==> src/verilog/soc_bus_pkg.sv <==
package soc_bus_pkg;

    typedef logic [31:0] word_t;
    typedef logic [3:0]  be_t;
    typedef logic [31:0] addr_t;
    typedef logic [15:0] gpio_t;
    typedef logic [3:0]  region_t;

    // ########################################
    // address map
    // ########################################
    localparam int REGION_LSB = 13;
    localparam int REGION_MSB = 16;

    localparam region_t REGION_DATA_RAM  = 4'd0;
    localparam region_t REGION_INSTR_RAM = 4'd2;
    localparam region_t REGION_TIMER     = 4'd6;
    localparam region_t REGION_GPIO      = 4'd8;

    // byte offsets inside a device region, low 5 address bits
    localparam logic [4:0] TIMER_COUNT   = 5'h00;
    localparam logic [4:0] TIMER_COMPARE = 5'h04;
    localparam logic [4:0] TIMER_CTRL    = 5'h08;
    localparam logic [4:0] TIMER_STATUS  = 5'h0C;

    localparam logic [4:0] TIMER_IRQ_ID = 5'd7;

    localparam logic [4:0] GPIO_OUT = 5'h00;
    localparam logic [4:0] GPIO_IN  = 5'h04;

    // replace the enabled bytes of a register word
    function automatic word_t be_merge(word_t old_word, word_t new_word, be_t be);
        word_t merged;
        merged = old_word;
        for (int i = 0; i < 4; i++) begin
            if (be[i])
                merged[8*i +: 8] = new_word[8*i +: 8];
        end
        return merged;
    endfunction

endpackage

==> src/verilog/periph_bus_if.sv <==
interface periph_bus_if;

    logic                               we;      // request, write and region match
    soc_bus_pkg::be_t                   be;
    logic [soc_bus_pkg::REGION_LSB-3:0] offset;  // word offset within the region
    soc_bus_pkg::word_t                 wdata;
    soc_bus_pkg::word_t                 rdata;   // combinational from offset

    modport host (
        output we,
        output be,
        output offset,
        output wdata,
        input  rdata
    );

    modport device (
        input  we,
        input  be,
        input  offset,
        input  wdata,
        output rdata
    );

endinterface

==> src/verilog/timer_irq.sv <==
module timer_irq (
    input  logic         clk_i,
    input  logic         reset_i,
    periph_bus_if.device bus_i,

    output logic         irq_o,
    input  logic         irq_ack_i,
    input  logic [4:0]   irq_id_i
);

    soc_bus_pkg::word_t count_q;
    soc_bus_pkg::word_t compare_q;
    soc_bus_pkg::word_t ctrl_q;
    logic               pending_q;
    logic [4:0]         reg_off;
    logic               ack_hit;
    logic               match;

    assign reg_off = {bus_i.offset[2:0], 2'b00};
    assign ack_hit = irq_ack_i && (irq_id_i == soc_bus_pkg::TIMER_IRQ_ID);
    assign match   = ctrl_q[0] && (count_q == compare_q);

    always_ff @(posedge clk_i) begin
        if (reset_i) begin
            count_q   <= '0;
            compare_q <= '0;
            ctrl_q    <= '0;
            pending_q <= 1'b0;
        end else begin
            if (ack_hit)
                pending_q <= 1'b0;

            // a new match wins over an ack in the same cycle
            if (match) begin
                count_q   <= '0;
                pending_q <= 1'b1;
            end else if (ctrl_q[0]) begin
                count_q <= count_q + 32'd1;
            end

            if (bus_i.we) begin
                case (reg_off)
                    soc_bus_pkg::TIMER_COUNT:
                        count_q <= soc_bus_pkg::be_merge(count_q, bus_i.wdata, bus_i.be);
                    soc_bus_pkg::TIMER_COMPARE:
                        compare_q <= soc_bus_pkg::be_merge(compare_q, bus_i.wdata, bus_i.be);
                    soc_bus_pkg::TIMER_CTRL:
                        ctrl_q <= soc_bus_pkg::be_merge(ctrl_q, bus_i.wdata, bus_i.be);
                    default: ;  // status is read-only
                endcase
            end
        end
    end

    // ########################################
    // register read
    // ########################################
    always_comb begin
        case (reg_off)
            soc_bus_pkg::TIMER_COUNT:   bus_i.rdata = count_q;
            soc_bus_pkg::TIMER_COMPARE: bus_i.rdata = compare_q;
            soc_bus_pkg::TIMER_CTRL:    bus_i.rdata = ctrl_q;
            soc_bus_pkg::TIMER_STATUS:  bus_i.rdata = {31'b0, pending_q};
            default:                    bus_i.rdata = '0;
        endcase
    end

    assign irq_o = pending_q;  // level, held until acked

endmodule

==> src/flat_wrapper.sv <==
// flat-port wrapper written by rule: the top's interface ports become plain ports
module timer_irq_flat 
  (clk_i, reset_i, irq_o, irq_ack_i, irq_id_i, bus_i_we, bus_i_be, bus_i_offset, bus_i_wdata, bus_i_rdata);
  periph_bus_if bus_i_i ();
  input  logic clk_i;
  input  logic reset_i;
  output logic irq_o;
  input  logic irq_ack_i;
  input  logic [4:0] irq_id_i;
  input wire logic [$bits(bus_i_i.we)-1:0] bus_i_we;
  input wire logic [$bits(bus_i_i.be)-1:0] bus_i_be;
  input wire logic [$bits(bus_i_i.offset)-1:0] bus_i_offset;
  input wire logic [$bits(bus_i_i.wdata)-1:0] bus_i_wdata;
  output wire logic [$bits(bus_i_i.rdata)-1:0] bus_i_rdata;
  assign bus_i_i.we = bus_i_we;
  assign bus_i_i.be = bus_i_be;
  assign bus_i_i.offset = bus_i_offset;
  assign bus_i_i.wdata = bus_i_wdata;
  assign bus_i_rdata = bus_i_i.rdata;
  timer_irq u_core (.clk_i(clk_i), .reset_i(reset_i), .bus_i(bus_i_i), .irq_o(irq_o), .irq_ack_i(irq_ack_i), .irq_id_i(irq_id_i));
endmodule
==> config.mk <==
export PLATFORM = sky130hd
export DESIGN_NAME = timer_irq_flat
export DESIGN_NICKNAME = d
export VERILOG_FILES = /design/src/verilog/soc_bus_pkg.sv /design/src/verilog/periph_bus_if.sv /design/src/verilog/timer_irq.sv /design/src/flat_wrapper.sv
export SDC_FILE = /design/constraint.sdc
export NUM_CORES = 1
export LEC_CHECK = 0
export BUFFER_PORTS_ARGS = -buffer_cell sky130_fd_sc_hd__buf_4
export CAP_MARGIN = 30
export CORE_ASPECT_RATIO = 1.5
export CORE_MARGIN = 4
export CORE_UTILIZATION = 40
export CTS_CLUSTER_DIAMETER = 150
export DETAILED_ROUTE_END_ITERATION = 10
export PLACE_DENSITY = 0.7
export SLEW_MARGIN = 40
export SYNTH_ARGS = -nofsm -noshare
export SYNTH_HDL_FRONTEND = slang
export SYNTH_SLANG_ARGS = --single-unit
==> constraint.sdc <==
create_clock -name clk_i -period 2.2 [get_ports clk_i]
set_input_delay 0.33 -clock clk_i [delete_from_list [all_inputs] [get_ports clk_i]]
set_output_delay 0.33 -clock clk_i [all_outputs]
set_load 0.005 [all_outputs]
==> impl_metrics.toml <==
[detailed_routing]
drt_iter0_drc = 272
via_per_inst = 5.48
postRouteAntennaNets = 0
drt-pass1-iter-count = 4
wl_per_cell_um = 17.1
vias = 5550
drc_errors = 0
routed_wl_mm = 17.3

[clocking]
clockRootBuffer = "clkbuf_16"
clkSlewWorstSetupHoldPaths_ps = 70
cts_htree_levels = 3
clk_latency_ps = 340
cts_resized = 0
cts_max_path_buffers = 2
cts_setup_buffers = 0
cts.sink_count = 97
cts_tree = "yes"
cts_buffers = 9
ctsHoldBuffers = 0

[sta]
drv_slew = 0
hold_viol = 0
fmax_ghz = 0.501
maxSlewHeadroom_pct = 56.8
finClkSkew_ps = 10.2
worst_hold_slack_ps = 263
finalSetupViolCount = 0
fin_crit_ps = 2000
tns_ps = 0
post-route-period-util_pct = 90.8
worstMarginPinSlew_ps = 647
rsz0062_at_grt = "false"

[critical_path]
crit_slowest_cell = "mux4_2"
cp-end-kind = "output port"
reg2reg_slack_ps = 200
critPathLaunchType = "register"
crit_chain = "buf_4 > mux4_2 > nor2b_1 > buf_4"
worstPathArrival_ps = 1670
required_ps = 1870
crit_fanout = 6
crit_type = "reg -> out"
critical-path-max-stage-delay_ps = 480
critPathMostFrequentCell = "buf_4"

[global_route]
grt_max_degree = 57
grt_overflow = 0
track_usage_pct = 21.1
antenna_found_initial = 0
grt_pass1_vias = 5432
grt_pass1_wl_mm = 27.9

[final_layout]
synthToLayoutAreaGrowth_pct = 21.0
n_fill_cell = 1476
drive_gt1_share_pct = 18.8
n_antenna_cell = 0
nets = 875

[yosys]
ys_ff_latch = 97
syn_area_per_cell_um2 = 7.64
yosys.area.top_type = "dfxtp_1"
synth_ff_type = "dfxtp_1"
synth_compound_area_share_pct = 14.9
synth_edf_count = 0
synth_nets = 811
yosys.area_share.simple_pct = 27.4
yosysTopAreaCellShare_pct = 33.7
synthMuxAreaShare_pct = 10.2
synth_top_family_by_area = "simple AND/OR/NAND/NOR gates"
syn_inst = 754
synth_xor_area_share_pct = 8.36
synth_area_um2 = 5760
synthAdderAreaFrac_pct = 0.217
synthArstFlopShare_pct = 0
synth.area.top_cells = "dfxtp_1 34%, a21oi_1 9.6%, mux2i_1 9.4%"
synth.distinct_cells = 48
yosysSeqAreaShare_pct = 33.7
ys.warnings.count = 0

[die]
die_y_um = 155
initial_utilization_pct = 41.0
die_w_um = 106
std_cell_rows = 53
die-area_um2 = 16400
coreArea_um2 = 14100
pin_count = 89

[min_path]
hold_path_class = "in -> reg"

[placement]
place_congestion = 0.872
io_buffers = 80
place_hpwl_mm = 12.5

[pwr]
switching_share_pct = 26.5
irDropWorstVdd_uv = 429
p_leak_nw = 2.60
pwr-share-comb_pct = 12.6
p_int_mw = 2.73
p_sw_uw = 985
seq_power_share_pct = 48.8
pwr_density_cell_nw_per_um2 = 532
clockPowerShare_pct = 38.6

[flow_run]
cap_viol_max_count = 0

[run_status]
outcome = "completed"
layout make-up:
cell class	count	area (um^2)	share of cell area, %
clock inverter	5	35.0	0.502
tap	192	240	3.44
sequential	97	1940	27.9
clock buffer	9	225	3.23
multi-input combinational	586	3540	50.8
timing repair buffer	120	976	14.0
inverter	4	15.0	0.215
flip-flops by register name, indices dropped and copies added (netlist names):
signal / cells
u_core.compare_q: 32
u_core.count_q: 32
u_core.ctrl_q: 32
u_core.irq_o: 1
logic make-up (layout without fill, tap and decap cells):
kind of cell,count (synthesis),in the layout
AO/OA/AOI/OAI,152,152
XOR/XNOR,55,55
adder cells (fa/ha/maj),1,1
buffers and inverters,71,138
flip-flops,97,97
multiplexers,57,57
AND/OR/NAND/NOR,321,321
metal layers:
metal  global-route usage (%)  up-vias  share of wire (%)
met4                     6.30        0                2.0
met5                        0        -                  0
met2                     40.8      112                 56
met3                     2.57       17                3.1
li1                         -     2762                  -
met1                     23.8     2659                 39
worst max-delay path, delay by kind of cell (launching register included):
| kind | cells | cell delay, ps |
|---|---|---|
| buffers and inverters | 2 | 340 |
| AND/OR/NAND/NOR | 1 | 150 |
| multiplexers | 1 | 480 |
| flip-flops | 1 | 370 |
synth_stat cells, types with 4 or more instances:
master,count
nand3_1,82
buf_1,5
a31oi_1,11
inv_1,4
nor4_1,4
xnor2_1,50
buf_2,22
xor2_1,5
nand4_1,17
mux2i_1,54
nor2_1,88
clkbuf_1,38
nand2_1,92
a21oi_1,111
a211oi_1,9
nor3_1,7
dfxtp_1,97
o31ai_1,5
cells in the final DEF (no fill, tap or decap), types with 2 or more instances in the layout:
cell,n
nor4_4,3
o32ai_1,2
or3_1,3
mux2_2,2
nor2_1,88
nand4_4,2
inv_1,4
mux2i_1,54
nand3_1,82
a221oi_1,2
dfxtp_1,96
nor4_1,4
clkinvlp_4,4
a211oi_2,2
a211oi_1,9
clkbuf_16,9
nand2_1,92
nor3b_1,3
nand4_1,17
nor3_1,7
nor3b_4,2
a21o_1,2
buf_4,114
xor2_1,5
and3_1,3
xnor2_1,50
buf_12,6
nor2b_1,2
o211ai_1,3
o21ai_0,3
a21oi_1,111
a31oi_1,11
and4_1,2
o31ai_1,5
power groups by stage:
stage	Sequential (mW)	Combinational [mW]	Clock, mW
after global placement	1.85	0.465	0
after CTS	1.81	0.470	1.44
after detailed placement	1.85	0.469	0
after floorplan	1.84	0.268	0
after global routing	1.81	0.508	1.52
final	1.81	0.469	1.43
path summary, 6_finish.rpt:
path	from	end	cells past startpoint
max	u_core.ctrl_q[0]	bus_i_rdata[0]	4
min	bus_i_wdata[16]	u_core.compare_q[16]	3
max reg2reg	u_core.count_q[11]	u_core.count_q[31]	6
min reg2reg	u_core.ctrl_q[23]	u_core.ctrl_q[23]	2
per-stage QoR:
step           cells  instance area (um^2)  power, mW  worst slack [ps]  util (%)
2_1_floorplan    754                  5760       2.11               332         -
3_3_place_gp     999                  6710       2.32               143      47.8
3_5_place_dp     999                  6710       2.32               142      47.8
4_1_cts         1013                  6970       3.73               124      49.6
5_1_grt         1013                  6980       3.85              35.9      49.6
6_report        1013                  6980       3.71               203      49.6
Note: power is estimated with default switching activity, not from simulation.
