<file path="src/verilog/soc_bus_pkg.sv">
package soc_bus_pkg;

    typedef logic [31:0] word_t;
    typedef logic [3:0]  be_t;
    typedef logic [31:0] addr_t;
    typedef logic [15:0] gpio_t;
    typedef logic [3:0]  region_t;

    // ########################################
    // address map
    // ########################################
    localparam int REGION_LSB = 13;
    localparam int REGION_MSB = 16;

    localparam region_t REGION_DATA_RAM  = 4'd0;
    localparam region_t REGION_INSTR_RAM = 4'd2;
    localparam region_t REGION_TIMER     = 4'd6;
    localparam region_t REGION_GPIO      = 4'd8;

    // byte offsets inside a device region, low 5 address bits
    localparam logic [4:0] TIMER_COUNT   = 5'h00;
    localparam logic [4:0] TIMER_COMPARE = 5'h04;
    localparam logic [4:0] TIMER_CTRL    = 5'h08;
    localparam logic [4:0] TIMER_STATUS  = 5'h0C;

    localparam logic [4:0] TIMER_IRQ_ID = 5'd7;

    localparam logic [4:0] GPIO_OUT = 5'h00;
    localparam logic [4:0] GPIO_IN  = 5'h04;

    // replace the enabled bytes of a register word
    function automatic word_t be_merge(word_t old_word, word_t new_word, be_t be);
        word_t merged;
        merged = old_word;
        for (int i = 0; i < 4; i++) begin
            if (be[i])
                merged[8*i +: 8] = new_word[8*i +: 8];
        end
        return merged;
    endfunction

endpackage

</file>
<file path="src/verilog/periph_bus_if.sv">
interface periph_bus_if;

    logic                               we;      // request, write and region match
    soc_bus_pkg::be_t                   be;
    logic [soc_bus_pkg::REGION_LSB-3:0] offset;  // word offset within the region
    soc_bus_pkg::word_t                 wdata;
    soc_bus_pkg::word_t                 rdata;   // combinational from offset

    modport host (
        output we,
        output be,
        output offset,
        output wdata,
        input  rdata
    );

    modport device (
        input  we,
        input  be,
        input  offset,
        input  wdata,
        output rdata
    );

endinterface

</file>
<file path="src/verilog/soc_bus_decode.sv">
module soc_bus_decode (
    input  logic                clk_i,
    input  logic                reset_i,

    input  logic                data_req_i,
    input  logic                data_we_i,
    input  soc_bus_pkg::be_t    data_be_i,
    input  soc_bus_pkg::addr_t  data_addr_i,
    input  soc_bus_pkg::word_t  data_wdata_i,
    output logic                data_gnt_o,
    output logic                data_rvalid_o,
    output soc_bus_pkg::word_t  data_rdata_o,

    periph_bus_if.host          dram_o,
    periph_bus_if.host          iram_o,
    periph_bus_if.host          timer_o,
    periph_bus_if.host          gpio_o
);

    soc_bus_pkg::region_t region;
    logic                 we;
    logic                 dram_sel;
    logic                 iram_sel;
    logic                 timer_sel;
    logic                 gpio_sel;
    soc_bus_pkg::word_t   rdata_mux;

    assign data_gnt_o = 1'b1;  // no back-pressure
    assign region     = data_addr_i[soc_bus_pkg::REGION_MSB:soc_bus_pkg::REGION_LSB];
    assign we         = data_req_i & data_we_i;

    // ########################################
    // region decode
    // ########################################
    always_comb begin
        dram_sel  = 1'b0;
        iram_sel  = 1'b0;
        timer_sel = 1'b0;
        gpio_sel  = 1'b0;
        case (region)
            soc_bus_pkg::REGION_DATA_RAM:  dram_sel  = 1'b1;
            soc_bus_pkg::REGION_INSTR_RAM: iram_sel  = 1'b1;
            soc_bus_pkg::REGION_TIMER:     timer_sel = 1'b1;
            soc_bus_pkg::REGION_GPIO:      gpio_sel  = 1'b1;
            default: ;                                  // unmapped
        endcase
    end

    // every device sees the same request fields, only the strobe is gated
    assign dram_o.we      = we & dram_sel;
    assign dram_o.be      = data_be_i;
    assign dram_o.offset  = data_addr_i[soc_bus_pkg::REGION_LSB-1:2];
    assign dram_o.wdata   = data_wdata_i;

    assign iram_o.we      = we & iram_sel;
    assign iram_o.be      = data_be_i;
    assign iram_o.offset  = data_addr_i[soc_bus_pkg::REGION_LSB-1:2];
    assign iram_o.wdata   = data_wdata_i;

    assign timer_o.we     = we & timer_sel;
    assign timer_o.be     = data_be_i;
    assign timer_o.offset = data_addr_i[soc_bus_pkg::REGION_LSB-1:2];
    assign timer_o.wdata  = data_wdata_i;

    assign gpio_o.we      = we & gpio_sel;
    assign gpio_o.be      = data_be_i;
    assign gpio_o.offset  = data_addr_i[soc_bus_pkg::REGION_LSB-1:2];
    assign gpio_o.wdata   = data_wdata_i;

    // ########################################
    // read path
    // ########################################
    // instr ram drives zero here, so region 2 reads back zero
    assign rdata_mux = ({32{dram_sel}}  & dram_o.rdata)
                     | ({32{iram_sel}}  & iram_o.rdata)
                     | ({32{timer_sel}} & timer_o.rdata)
                     | ({32{gpio_sel}}  & gpio_o.rdata);

    always_ff @(posedge clk_i) begin
        if (reset_i) begin
            data_rvalid_o <= 1'b0;
        end else begin
            data_rvalid_o <= data_req_i;
        end
    end

    always_ff @(posedge clk_i) begin
        if (data_req_i)
            data_rdata_o <= rdata_mux;  // old value on read-during-write
    end

endmodule

</file>
<file path="src/flat_wrapper.sv">
// flat-port wrapper written by rule: the top's interface ports become plain ports
module soc_bus_decode_flat 
  (clk_i, reset_i, data_req_i, data_we_i, data_be_i, data_addr_i, data_wdata_i, data_gnt_o, data_rvalid_o, data_rdata_o, dram_o_we, dram_o_be, dram_o_offset, dram_o_wdata, dram_o_rdata, iram_o_we, iram_o_be, iram_o_offset, iram_o_wdata, iram_o_rdata, timer_o_we, timer_o_be, timer_o_offset, timer_o_wdata, timer_o_rdata, gpio_o_we, gpio_o_be, gpio_o_offset, gpio_o_wdata, gpio_o_rdata);
  periph_bus_if dram_o_i ();
  periph_bus_if iram_o_i ();
  periph_bus_if timer_o_i ();
  periph_bus_if gpio_o_i ();
  input  logic clk_i;
  input  logic reset_i;
  input  logic data_req_i;
  input  logic data_we_i;
  input  soc_bus_pkg::be_t data_be_i;
  input  soc_bus_pkg::addr_t data_addr_i;
  input  soc_bus_pkg::word_t data_wdata_i;
  output logic data_gnt_o;
  output logic data_rvalid_o;
  output soc_bus_pkg::word_t data_rdata_o;
  output wire logic [$bits(dram_o_i.we)-1:0] dram_o_we;
  output wire logic [$bits(dram_o_i.be)-1:0] dram_o_be;
  output wire logic [$bits(dram_o_i.offset)-1:0] dram_o_offset;
  output wire logic [$bits(dram_o_i.wdata)-1:0] dram_o_wdata;
  input wire logic [$bits(dram_o_i.rdata)-1:0] dram_o_rdata;
  output wire logic [$bits(iram_o_i.we)-1:0] iram_o_we;
  output wire logic [$bits(iram_o_i.be)-1:0] iram_o_be;
  output wire logic [$bits(iram_o_i.offset)-1:0] iram_o_offset;
  output wire logic [$bits(iram_o_i.wdata)-1:0] iram_o_wdata;
  input wire logic [$bits(iram_o_i.rdata)-1:0] iram_o_rdata;
  output wire logic [$bits(timer_o_i.we)-1:0] timer_o_we;
  output wire logic [$bits(timer_o_i.be)-1:0] timer_o_be;
  output wire logic [$bits(timer_o_i.offset)-1:0] timer_o_offset;
  output wire logic [$bits(timer_o_i.wdata)-1:0] timer_o_wdata;
  input wire logic [$bits(timer_o_i.rdata)-1:0] timer_o_rdata;
  output wire logic [$bits(gpio_o_i.we)-1:0] gpio_o_we;
  output wire logic [$bits(gpio_o_i.be)-1:0] gpio_o_be;
  output wire logic [$bits(gpio_o_i.offset)-1:0] gpio_o_offset;
  output wire logic [$bits(gpio_o_i.wdata)-1:0] gpio_o_wdata;
  input wire logic [$bits(gpio_o_i.rdata)-1:0] gpio_o_rdata;
  assign dram_o_we = dram_o_i.we;
  assign dram_o_be = dram_o_i.be;
  assign dram_o_offset = dram_o_i.offset;
  assign dram_o_wdata = dram_o_i.wdata;
  assign dram_o_i.rdata = dram_o_rdata;
  assign iram_o_we = iram_o_i.we;
  assign iram_o_be = iram_o_i.be;
  assign iram_o_offset = iram_o_i.offset;
  assign iram_o_wdata = iram_o_i.wdata;
  assign iram_o_i.rdata = iram_o_rdata;
  assign timer_o_we = timer_o_i.we;
  assign timer_o_be = timer_o_i.be;
  assign timer_o_offset = timer_o_i.offset;
  assign timer_o_wdata = timer_o_i.wdata;
  assign timer_o_i.rdata = timer_o_rdata;
  assign gpio_o_we = gpio_o_i.we;
  assign gpio_o_be = gpio_o_i.be;
  assign gpio_o_offset = gpio_o_i.offset;
  assign gpio_o_wdata = gpio_o_i.wdata;
  assign gpio_o_i.rdata = gpio_o_rdata;
  soc_bus_decode u_core (.clk_i(clk_i), .reset_i(reset_i), .data_req_i(data_req_i), .data_we_i(data_we_i), .data_be_i(data_be_i), .data_addr_i(data_addr_i), .data_wdata_i(data_wdata_i), .data_gnt_o(data_gnt_o), .data_rvalid_o(data_rvalid_o), .data_rdata_o(data_rdata_o), .dram_o(dram_o_i), .iram_o(iram_o_i), .timer_o(timer_o_i), .gpio_o(gpio_o_i));
endmodule
</file>
<file path="config.mk">
export PLATFORM = sky130hd
export DESIGN_NAME = soc_bus_decode_flat
export DESIGN_NICKNAME = d
export VERILOG_FILES = /design/src/verilog/soc_bus_pkg.sv /design/src/verilog/periph_bus_if.sv /design/src/verilog/soc_bus_decode.sv /design/src/flat_wrapper.sv
export SDC_FILE = /design/constraint.sdc
export NUM_CORES = 1
export LEC_CHECK = 0
export BUFFER_PORTS_ARGS = -buffer_cell sky130_fd_sc_hd__buf_4
export CAP_MARGIN = 0
export CORE_AREA = 2 2 164 166
export DETAILED_ROUTE_END_ITERATION = 8
export DIE_AREA = 0 0 166 168
export PLACE_DENSITY_LB_ADDON = 0.2
export SLEW_MARGIN = 20
export SYNTH_ARGS = -nofsm -noshare
export SYNTH_HDL_FRONTEND = slang
export SYNTH_SLANG_ARGS = --single-unit
</file>
<file path="constraint.sdc">
create_clock -name clk_i -period 1.95 [get_ports clk_i]
set_clock_uncertainty 0.1 [all_clocks]
set_input_delay 0.39 -clock clk_i [delete_from_list [all_inputs] [get_ports clk_i]]
set_output_delay 0.39 -clock clk_i [all_outputs]
set_load 0.01 [all_outputs]
</file>
==> metrics.md <==
| Metric | Value |
|---|---|
| Cell Chain, Critical Path | buf_4, or3b_2, nor3_1, buf_4 |
| Clock Sinks | 33 |
| Vias | 2198 |
| Routed WL per cell | approximately 18 um |
| First-pass GRT wire length | 16770 um |
| Final setup fails | 0 |
| WL final | between 10000 and 15000 um |
| CTS tree | yes |
| Placed wire-length estimate | just under 10000 um |
| Nets@finish | roughly 530 |
| Share of post-route cells with drive strength above 1 | 67.28% |
| Metal-1 WL | 4122 um |
| Critical Path AT | 1.38 ns |
| Htree depth | 2 |
| Peak supply drop | about 0.00028 V |
| Initial Util | 13.77% |
| CP max stage cell | or3b_2 |
| Routability cong. | roughly 0.76 |
| Vias per cell | 3.290 |
| CP max FO | 4 |
| Crit-path most repeated cell | buf_4 |
| Crit end category | primary output |
| HP Class | primary input to register |
| Yosys warns | 0 |
| Die Height | 168 um |
| Slew Limit Fails | 0 |
| PD cells | 582.9 mW/mm^2 |
| Clk root buf | clkbuf_16 |
| Total power | 2.356 mW |
| Delay-heaviest family, CP | simple AND/OR/NAND/NOR gates |
| Final critical-path required period | 1.872 ns |
| Clock transition at path regs | 0.05 ns |
| Syn_nets | 545 |
| Layout Cells excl Fill | ~670 |
| Worst stage delay on the critical path | 0.51 ns |
| Met2 wire length | 5755 um |
| Status | finished, final reports clean |
| DR top layer | met5 |
| Vias in the first global route | 2389 |
| Post-CTS sizing | 0 |
| Synthesis-to-finish area growth | 11.34% |
| Global route overflow | 0 |
| Die ar. | 0.02789 mm^2 |
| Synthesized area | 0.003630 mm^2 |
| Ports | 426 |
| TritonCTS Buffers | 5 |
| Leak | about 1.8 nW |
| Die Wd | 166 um |
| Crit path kind | primary input to primary output |
| Flops & latches, synth | 33 |
| Drt initial violations | 68 |
| CP bufs+invs | 2 |
| CP Data Required Time | around 1.5 ns |
| Hold Path Cell Cnt | 2 |
| Max Cap Violations | 0 |
| Std cell rows | 60 |
| F_max | 0.5342 GHz |
| Fin. Hold Viols | 0 |
| Setup Fix Bufs, Post-CTS | 0 |
| Routed length on met3 | 1871 um |
| Synth Instances | ~350 |
| DRT Pass-1 Iters | 6 |
| Post-route clock period utilization | 96.00% |
| Largest net degree at the start of global routing | 35 |
| CP Launch Type | primary input |
| RSZ-0062 raised after global routing | false |
| Hold path endpoint | u_core.data_rvalid_o |
| # DRC | 0 |
| Worst hold start | reset_i |
| Register area share after synthesis | 27.03% |
| CTS Buffer Depth | 2 |
| Cts hold-fix bufs | 0 |
| Hold WS | roughly 0.16 ns |
| Number of antenna diodes | 0 |
| GRT Total Usage | 8.150% |
| Distinct cells, synth | 16 |
| Placed insts | 660 |
| Remaining antenna violation count | 0 |
| Mean post-synth cell area | ~11 um^2 |
| Buffers on Ports | 172 |
| Antenna violations before repair | 1 |
| Core ar. | around 0.026 mm^2 |
| Setup TNS | 0 ns |
-- Yosys cell counts --
cell type / n / area [um^2]
nor3_2: 2 / 20.02
mux2i_1: 64 / 640.6
o22ai_2: 31 / 387.9
conb_1: 1 / 3.750
o22ai_1: 1 / 6.260
or3_1: 1 / 6.260
nor2b_1: 1 / 6.260
buf_4: 191 / 1434
nand2_1: 1 / 3.750
inv_1: 2 / 7.510
buf_2: 7 / 35.03
nor3_1: 2 / 10.01
dfxtp_1: 1 / 20.02
or3b_1: 1 / 8.760
edfxtp_1: 32 / 960.9
buf_6: 7 / 78.83
-- routing by layer --
layer | vias up | global-route usage, %
li1 | 956 | -
met1 | 959 | 8.148
met2 | 264 | 13.96
met3 | 17 | 5.101
met4 | 2 | 2.647
met5 | - | 0
-- power by group --
part           internal, mW  switching, mW  total, mW  leakage [nW]
clock                 0.599          0.300      0.899        0.0785
sequential            0.841         0.0157      0.857         0.314
combinational         0.347          0.252      0.600          1.37
total                  1.79          0.568       2.36          1.76
-- cell type report --
cell class | count | area [um^2]
repair buffers | 179 | 1369
well taps | 341 | 426.7
clock inverters | 2 | 33.78
clock buffers | 6 | 128.9
inverters | 2 | 7.507
flip-flops and latches | 33 | 980.9
fillers | 2961 | 22310
multi-input cells | 105 | 1095
-- worst max path at each step --
stage,from,to,slack [ns],cells past startpoint
floorplan,data_addr_i[15],dram_o_we,0.14,5
global placement,data_addr_i[13],u_core.data_rdata_o[31],0.05,4
detailed placement,data_addr_i[13],u_core.data_rdata_o[31],0.08,4
CTS,data_addr_i[13],gpio_o_we,0.08,4
global route,data_addr_i[13],iram_o_we,0.04,4
finish,data_addr_i[13],iram_o_we,0.08,4
-- cells by family (layout without fill, tap and decap cells) --
group	after synthesis	count (layout)	share of synthesized area, %
compound gates	32	32	10.86
buf+inv	207	189	42.85
mux	64	64	17.65
simple gates	8	8	1.517
other cells	1	1	0.1033
flops	33	33	27.03
-- cell usage in the layout (no fill, tap or decap), drive strengths merged --
| cell type | Yosys | final |
|---|---|---|
| buf | 205 | 179 |
| bufinv | 0 | 1 |
| clkbuf | 0 | 6 |
| clkinv | 0 | 1 |
| conb | 1 | 1 |
| dfxtp | 1 | 1 |
| edfxtp | 32 | 32 |
| inv | 2 | 2 |
| mux2i | 64 | 64 |
| nand2 | 1 | 1 |
| nor2b | 1 | 1 |
| nor3 | 4 | 4 |
| o22ai | 32 | 32 |
| or3 | 1 | 1 |
| or3b | 1 | 1 |
-- through the flow --
stage               setup slack, ns  cell area, um^2  util (%)
floorplan                    0.1382             3630         -
global placement            0.04927             3879     14.72
detailed placement          0.07885             3879     14.72
CTS                         0.07797             4041     15.34
global route                0.04075             4041     15.34
finish                      0.07799             4041     15.34
-- registers in the layout (all words and copies together), names as in the netlist --
signal and cells:
u_core.data_rdata_o 32, u_core.data_rvalid_o 1
Power figures use the tool's default switching activity.
