File: config.mk
export PLATFORM = sky130hd
export DESIGN_NAME = gpio_port_flat
export DESIGN_NICKNAME = d
export VERILOG_FILES = /design/src/verilog/soc_bus_pkg.sv /design/src/verilog/periph_bus_if.sv /design/src/verilog/gpio_port.sv /design/src/flat_wrapper.sv
export SDC_FILE = /design/constraint.sdc
export NUM_CORES = 1
export LEC_CHECK = 0
export ABC_AREA = 1
export BUFFER_PORTS_ARGS = -buffer_cell sky130_fd_sc_hd__buf_4
export CAP_MARGIN = 20
export CORE_MARGIN = 5
export CORE_UTILIZATION = 30
export CTS_CLUSTER_DIAMETER = 100
export DETAILED_ROUTE_END_ITERATION = 8
export GPL_TIMING_DRIVEN = 0
export PLACE_DENSITY_LB_ADDON = 0.05
export SLEW_MARGIN = 10
export SYNTH_ARGS = -nofsm -noshare
export SYNTH_HDL_FRONTEND = slang
export SYNTH_SLANG_ARGS = --single-unit
export TNS_END_PERCENT = 10
File: constraint.sdc
create_clock -name clk_i -period 1.5 [get_ports clk_i]
set_input_delay 0 -clock clk_i [delete_from_list [all_inputs] [get_ports clk_i]]
set_output_delay 0 -clock clk_i [all_outputs]
set_load 0.03 [all_outputs]
File: src/verilog/soc_bus_pkg.sv
package soc_bus_pkg;

    typedef logic [31:0] word_t;
    typedef logic [3:0]  be_t;
    typedef logic [31:0] addr_t;
    typedef logic [15:0] gpio_t;
    typedef logic [3:0]  region_t;

    // ########################################
    // address map
    // ########################################
    localparam int REGION_LSB = 13;
    localparam int REGION_MSB = 16;

    localparam region_t REGION_DATA_RAM  = 4'd0;
    localparam region_t REGION_INSTR_RAM = 4'd2;
    localparam region_t REGION_TIMER     = 4'd6;
    localparam region_t REGION_GPIO      = 4'd8;

    // byte offsets inside a device region, low 5 address bits
    localparam logic [4:0] TIMER_COUNT   = 5'h00;
    localparam logic [4:0] TIMER_COMPARE = 5'h04;
    localparam logic [4:0] TIMER_CTRL    = 5'h08;
    localparam logic [4:0] TIMER_STATUS  = 5'h0C;

    localparam logic [4:0] TIMER_IRQ_ID = 5'd7;

    localparam logic [4:0] GPIO_OUT = 5'h00;
    localparam logic [4:0] GPIO_IN  = 5'h04;

    // replace the enabled bytes of a register word
    function automatic word_t be_merge(word_t old_word, word_t new_word, be_t be);
        word_t merged;
        merged = old_word;
        for (int i = 0; i < 4; i++) begin
            if (be[i])
                merged[8*i +: 8] = new_word[8*i +: 8];
        end
        return merged;
    endfunction

endpackage

File: src/verilog/periph_bus_if.sv
interface periph_bus_if;

    logic                               we;      // request, write and region match
    soc_bus_pkg::be_t                   be;
    logic [soc_bus_pkg::REGION_LSB-3:0] offset;  // word offset within the region
    soc_bus_pkg::word_t                 wdata;
    soc_bus_pkg::word_t                 rdata;   // combinational from offset

    modport host (
        output we,
        output be,
        output offset,
        output wdata,
        input  rdata
    );

    modport device (
        input  we,
        input  be,
        input  offset,
        input  wdata,
        output rdata
    );

endinterface

File: src/verilog/gpio_port.sv
module gpio_port (
    input  logic               clk_i,
    input  logic               reset_i,
    periph_bus_if.device       bus_i,

    input  soc_bus_pkg::gpio_t gpio_in_i,
    output soc_bus_pkg::gpio_t gpio_out_o
);

    soc_bus_pkg::gpio_t out_q;
    soc_bus_pkg::gpio_t in_meta_q;
    soc_bus_pkg::gpio_t in_sync_q;
    logic [4:0]         reg_off;

    assign reg_off = {bus_i.offset[2:0], 2'b00};

    always_ff @(posedge clk_i) begin
        if (reset_i) begin
            out_q <= '0;
        end else if (bus_i.we && reg_off == soc_bus_pkg::GPIO_OUT) begin
            // upper two byte enables fall off in the cast
            out_q <= soc_bus_pkg::gpio_t'(soc_bus_pkg::be_merge(
                         soc_bus_pkg::word_t'(out_q), bus_i.wdata, bus_i.be));
        end
    end

    // two-flop synchronizer on the pins
    always_ff @(posedge clk_i) begin
        if (reset_i) begin
            in_meta_q <= '0;
            in_sync_q <= '0;
        end else begin
            in_meta_q <= gpio_in_i;
            in_sync_q <= in_meta_q;
        end
    end

    always_comb begin
        case (reg_off)
            soc_bus_pkg::GPIO_OUT: bus_i.rdata = {16'b0, out_q};
            soc_bus_pkg::GPIO_IN:  bus_i.rdata = {16'b0, in_sync_q};
            default:               bus_i.rdata = '0;
        endcase
    end

    assign gpio_out_o = out_q;

endmodule

File: src/flat_wrapper.sv
// flat-port wrapper written by rule: the top's interface ports become plain ports
module gpio_port_flat 
  (clk_i, reset_i, gpio_in_i, gpio_out_o, bus_i_we, bus_i_be, bus_i_offset, bus_i_wdata, bus_i_rdata);
  periph_bus_if bus_i_i ();
  input  logic clk_i;
  input  logic reset_i;
  input  soc_bus_pkg::gpio_t gpio_in_i;
  output soc_bus_pkg::gpio_t gpio_out_o;
  input wire logic [$bits(bus_i_i.we)-1:0] bus_i_we;
  input wire logic [$bits(bus_i_i.be)-1:0] bus_i_be;
  input wire logic [$bits(bus_i_i.offset)-1:0] bus_i_offset;
  input wire logic [$bits(bus_i_i.wdata)-1:0] bus_i_wdata;
  output wire logic [$bits(bus_i_i.rdata)-1:0] bus_i_rdata;
  assign bus_i_i.we = bus_i_we;
  assign bus_i_i.be = bus_i_be;
  assign bus_i_i.offset = bus_i_offset;
  assign bus_i_i.wdata = bus_i_wdata;
  assign bus_i_rdata = bus_i_i.rdata;
  gpio_port u_core (.clk_i(clk_i), .reset_i(reset_i), .bus_i(bus_i_i), .gpio_in_i(gpio_in_i), .gpio_out_o(gpio_out_o));
endmodule
==> results of run 1 <==
==> sequential cells by signal (all words and copies together), names as in the netlist <==
| register | count |
|---|---|
| u_core.gpio_out_o | 16 |
| u_core.in_meta_q | 16 |
| u_core.in_sync_q | 16 |
==> routing by layer <==
metal | up-vias | wire (um) | part of all wire (%) | GRT usage, %
met5 | - | 0 | 0 | 0
met2 | 51 | 2260 | 47 | 20.5
met4 | 0 | 70 | 1.5 | 4.09
met1 | 724 | 2170 | 45 | 14.6
li1 | 965 | - | - | -
met3 | 5 | 301 | 6.3 | 4.09
==> area by class of cell <==
type	instances	area (um2)	area share (%)
flip-flops and latches	48	961	31.6
well taps	77	96.3	3.17
multi-input cells	148	649	21.3
clock buffers	6	82.6	2.71
inverters	50	188	6.17
clock inverters	2	38.8	1.27
plain buffers	27	179	5.88
repair buffers	102	848	27.9
==> stage by stage <==
stage / total power, mW / instances / utilization [%] / area (um2)
2_1_floorplan: 1.58 / 273 / - / 1980
3_3_place_gp: 1.71 / 419 / 41.3 / 2590
3_5_place_dp: 1.71 / 419 / 41.3 / 2590
4_1_cts: 2.76 / 460 / 48.5 / 3040
5_1_grt: 2.87 / 460 / 48.5 / 3040
6_report: 2.74 / 460 / 48.5 / 3040
==> final timing paths <==
| check | depth (start not counted) | startpoint | to |
|---|---|---|---|
| max | 6 | bus_i_offset[1] | bus_i_rdata[8] |
| min reg2reg | 2 | u_core.in_meta_q[8] | u_core.in_sync_q[8] |
| min | 5 | bus_i_be[0] | u_core.gpio_out_o[4] |
| max reg2reg | 4 | u_core.gpio_out_o[12] | u_core.gpio_out_o[12] |
==> synth_stat cells (all sizes together) <==
library cell | instances | area share, %
nand2 | 33 | 6.6
nand4 | 2 | 2.2
nand3 | 16 | 4.2
inv | 50 | 9.8
nor2 | 65 | 14
buf | 21 | 8.1
o21ai | 16 | 4.2
clkbuf | 6 | 1.2
dfxtp | 48 | 50
conb | 1 | 0.20
==> power breakdown <==
group	switching, mW	internal [mW]
registers	0.0143	1.32
logic	0.211	0.200
clock network	0.443	0.545
total	0.668	2.07
==> critical path: cells and delay by family <==
family | cells | cell delay (ps)
AOI/OAI and AO/OA | 1 | 120
and+or+nand+nor | 2 | 330
buffers and inverters | 3 | 690
==> kinds of logic (layout without fill, tap and decap cells) <==
family	after synthesis	count (layout)	synth area share [%]
simple gates	116	116	26.5
buf+inv	77	187	19.1
flops	48	48	50.0
compound gates	16	16	4.17
other cells	1	16	0.195
==> metrics.md, run 1 <==
| Metric | Value |
|---|---|
| Outcome | `complete, no violations` |
| WHS | `124 ps` |
| Top cell by count, worst path | `buf_4` |
| Clk_skew | `2.31 ps` |
| Global-route wire length before repair | `8290 um` |
| Syn avg cell area | `7.44 um2` |
| Post-Syn Area | `1920 um2` |
| Sum Neg Setup Slack | `0 ps` |
| Flop-to-flop setup slack | `850 ps` |
| Worst Path Required | `1500 ps` |
| Cell variety after synth | `16` |
| Seq/Total Area, Yosys | `50.0%` |
| Total Routing Usage GR | `12.2%` |
| Clock buffer depth | `2` |
| Detail Route Antenna Nets | `0` |
| HP Class | `in2reg` |
| Cells along the critical path | `buf_4, nor2_8, clkbuf_1, nand3_1, o21ai_0, buf_4` |
| Filler instances | `about 670` |
| H-tree depth reported by CTS | `2` |
| Vias per cell | `~3.8` |
| Final setup vio count | `0` |
| Setup WS post-layout | `352 ps` |
| Clk_lat worst skew | `300 ps` |
| Largest net degree at the start of global routing | `16` |
| P_leak | `1.60 nW` |
| Overflow after GRT | `0` |
| Most common cell after layout, fill and taps aside | `buf_4` |
| Standard-cell rows | `29` |
| Vias | `1745` |
| Critical Path End Type | `primary output` |
| CTS Buf Count | `5` |
| Max Slew Vio Count | `0` |
| Per-cell routed wire length | `10.4 um` |
| CTS root buffer | `clkbuf_8` |
| Final Hold Vio Count | `0` |
| Num ports | `114` |
| DP Worst Slack | `343 ps` |
| Die area | `8100 um2` |
| Worst VDD drop | `0.620 mV` |
| Clock slew at the register clock pins of the worst setup and hold paths | `90 ps` |
| IO Port Bufs | `69` |
| Synthesis warning total | `0` |
| Initial Util | `between 30% and 40%` |
| Initial antenna violation count | `0` |
| Final critical-path required period | `1150 ps` |
| Setup repair bufs after CTS | `0` |
| Commonest non-fill, non-tap cells in the layout | `buf_4 (85), nor2_1 (64), inv_1 (49)` |
| Die Ht | `90.0 um` |
| Setup repair after global routing missed its margin | `false` |
| Final worst path period share | `roughly 77%` |
| Nets | `448` |
| Maxcap violations | `0` |
| Fmax | `between 800 and 900 MHz` |
| Core area | `6280 um2` |
| Layout cells sized above 1 | `around a quarter` |
| Slowest stage cell, crit path | `clkbuf_1` |
| HPWL after DPL | `about 3600 um` |
| GPL Wtd Cong | `0.723` |
| Cell Pwr Density | `899 nW/um2` |
| Synthesized flop and latch total | `48` |
| Hold buffer count at cts | `33` |
| Area grow syn2layout | `58.4%` |
| CP Class | `in2out` |
| Crit-path max cell delay | `approximately 360 ps` |
| DRC | `0` |
| CP max FO | `10` |
| Syn Inst Count | `258` |
| Iter 0 DRT Violations | `89` |
| PostCTS Resize Cnt | `0` |
| Crit path arrival time | `1150 ps` |
| Die Span X | `around 90 um` |
| First-pass iteration count of the detailed router | `4` |
| Vias in the first global route | `1745` |
| CTS tree | `built` |
| Crit start category | `input port` |
| Num Clock Sinks | `between 40 and 50` |
| Total Wirelength | `4800 um` |
| Antenna Cells | `0` |
Note: power is estimated with default switching activity, not from simulation.
==> inputs of run 2 (changes only) <==
==> constraint.sdc (replaced) <==
create_clock -name clk_i -period 0.95 [get_ports clk_i]
set_input_delay 0 -clock clk_i [delete_from_list [all_inputs] [get_ports clk_i]]
set_output_delay 0 -clock clk_i [all_outputs]
set_load 0.03 [all_outputs]
==> metrics.md, run 2 (synthesized netlist as in run 1, its figures left out) <==
| Metric | Value |
|---|---|
| Outcome | `finished with violations` |
| Failing checks | `negative setup slack` |
| Placed insts | `419 (unchanged)` |
| CP max FO | `2 (-8)` |
| CTS tree | `built` |
| Initial antenna violation count | `0 (unchanged)` |
| DRC | `0 (unchanged)` |
| Fmax | `1010 MHz` |
| Clk_skew | `8.24 ps (+5.93 ps)` |
| Detail Route Antenna Nets | `0 (unchanged)` |
| Die Span X | `90.0 um (unchanged)` |
| P_sw | `1.08 mW (+62%)` |
| Final Hold Vio Count | `0 (unchanged)` |
| Cell Pwr Density | `1420 nW/um2 (+58%)` |
| Overflow after GRT | `0 (unchanged)` |
| Final Util | `51.1% (+2.7 points)` |
| GPL Wtd Cong | `0.694 (-4.0%)` |
| Per-cell routed wire length | `10.4 um (about the same)` |
| First-pass iteration count of the detailed router | `4 (unchanged)` |
| Setup repair after global routing missed its margin | `true` |
| Initial Util | `30.6% (unchanged)` |
| Core area | `6280 um2 (unchanged)` |
| Die Ht | `90.0 um (unchanged)` |
| Maxcap violations | `0 (unchanged)` |
| CP top delay family | `flip-flops` |
| Total Routing Usage GR | `12.6% (+0.41 points)` |
| Worst VDD drop | `0.675 mV (+8.9%)` |
| Comb pwr share | `14.9% (about the same)` |
| WP depth | `3 (-3)` |
| Switching fraction of total power | `23.6% (-0.78 points)` |
| Clock buffer depth | `2 (unchanged)` |
| HP Class | `in2reg` |
| Area of the multi-input gates | `688 um2 (+6.0%)` |
| Crit start category | `register` |
| Sequential cell area | `988 um2 (+2.9%)` |
| Cell Area, Placed | `2590 um2 (+0.14%)` |
| Clock slew at the register clock pins of the worst setup and hold paths | `100 ps (about the same)` |
| Cells along the critical path | `inv_1, o21ai_1, buf_4` |
| Final Instance Area | `3210 um2 (+5.5%)` |
| Sum Neg Setup Slack | `-239 ps (-239 ps)` |
| Area grow syn2layout | `67.2%` |
| Sequential Power Share | `46.4% (-2.5 points)` |
| HPWL after DPL | `3580 um (-1.0%)` |
| Most common cell after layout, fill and taps aside | `buf_4` |
| Non-Filler Instances | `465 (+1.1%)` |
| Max Slew Vio Count | `0 (unchanged)` |
| Vias per cell | `3.71 (-2.2%)` |
| Pint | `3.49 mW (+69%)` |
| Global-route wire length before repair | `8480 um (+2.3%)` |
| Total power | `4.57 mW (+67%)` |
| Clk pwr share | `38.7% (+2.6 points)` |
| Clk_lat worst skew | `310 ps (about the same)` |
| Setup WS post-layout | `-39.6 ps (-391 ps)` |
| Largest net degree at the start of global routing | `17 (+1)` |
| Crit path arrival time | `990 ps (-160 ps)` |
| Crit-path max cell delay | `330 ps (-30 ps)` |
| CP bufs+invs | `2 (-1)` |
| P_leak | `1.68 nW (+4.8%)` |
| Hold depth | `5 (unchanged)` |
| Layout cells sized above 1 | `40.5% (+14 points)` |
| IO Port Bufs | `69 (unchanged)` |
| CP Class | `reg2out` |
| H-tree depth reported by CTS | `2 (unchanged)` |
| Critical Path End Type | `primary output` |
| CTS root buffer | `clkbuf_8` |
| Commonest non-fill, non-tap cells in the layout | `buf_4 (80), nor2_1 (64), inv_1 (34)` |
| Standard-cell rows | `29 (unchanged)` |
| Worst Path Required | `950 ps (-550 ps)` |
| Nets | `453 (+1.1%)` |
| Register-to-Register Path Depth | `4 (unchanged)` |
| Final worst path period share | `104%` |
| Vias in the first global route | `1778 (+1.9%)` |
| Die area | `8100 um2 (unchanged)` |
| Antenna Cells | `0 (unchanged)` |
| Total Wirelength | `4850 um (+1.1%)` |
| Final setup vio count | `13 (+13)` |
| Iter 0 DRT Violations | `32 (-64%)` |
| Num Clock Sinks | `48 (unchanged)` |
| Num ports | `114 (unchanged)` |
| Filler instances | `640 (-4.2%)` |
| Vias | `1725 (-1.1%)` |
| Final critical-path required period | `990 ps` |
| CTS Buf Count | `5 (unchanged)` |
| Slowest stage cell, crit path | `dfxtp_2` |
-- run 2: cell types whose count changed in the layout (fill, tap and decap cells not counted), moves of 2 or more --
cell,previous run,this run
buf_4,85,80
buf_6,2,13
clkbuf_1,6,4
clkbuf_2,0,2
dfxtp_1,48,26
dfxtp_2,0,22
inv_1,49,34
inv_2,1,16
o21ai_0,16,0
o21ai_1,0,7
o21ai_2,0,9
-- run 2: what timing repair did --
item                                    in CTS  in global routing
resized for setup                           44                 18
hold buffers                                33                  0
pin swaps                                   18                  1
endpoints found under the hold margin       34                  0
setup buffers                                4                  1
endpoints found under the setup margin      16                 17
-- run 2: area by class of cell --
type	instances	share of cell area, %
plain buffers	27	5.77
clock buffers	5	2.14
clock inverters	3	2.14
inverters	50	5.85
multi-input cells	148	21.4
flip-flops and latches	48	30.8
well taps	77	3.00
repair buffers	107	28.9
-- run 2: final timing paths --
path,from,endpoint,slack (ps)
max,u_core.gpio_out_o[2],bus_i_rdata[2],-40
min,bus_i_be[1],u_core.gpio_out_o[8],110
max reg2reg,u_core.gpio_out_o[15],u_core.gpio_out_o[15],300
min reg2reg,u_core.in_meta_q[11],u_core.in_sync_q[11],390
-- run 2: power groups by stage --
stage | clock [mW] | sequential (mW) | combinational [mW]
CTS | 1.83 | 2.12 | 0.674
global route | 1.91 | 2.13 | 0.753
detailed placement | 0 | 2.16 | 0.547
global placement | 0 | 2.16 | 0.544
floorplan | 0 | 2.18 | 0.309
finish | 1.77 | 2.12 | 0.680
-- run 2: worst reg2reg max path, delay by kind of cell (launching register included) --
kind / cells / cell delay, ps
buf+inv: 1 / 60
flops: 1 / 330
simple gates: 3 / 160
-- run 2: routing by layer --
layer / wire (um) / vias to the layer above / GRT usage [%] / part of all wire (%)
met5: 0 / - / 0 / 0
met4: 80 / 0 / 4.47 / 1.6
met3: 292 / 5 / 3.76 / 6.0
met2: 2330 / 50 / 21.8 / 48
met1: 2140 / 691 / 14.7 / 44
li1: - / 979 / - / -
-- run 2: metrics by stage --
step	setup slack, ps	hold WS (ps)
CTS	-64.4	97.4
global placement	-210	203
global route	-89.3	120
floorplan	-100	107
detailed placement	-224	208
finish	-39.6	109
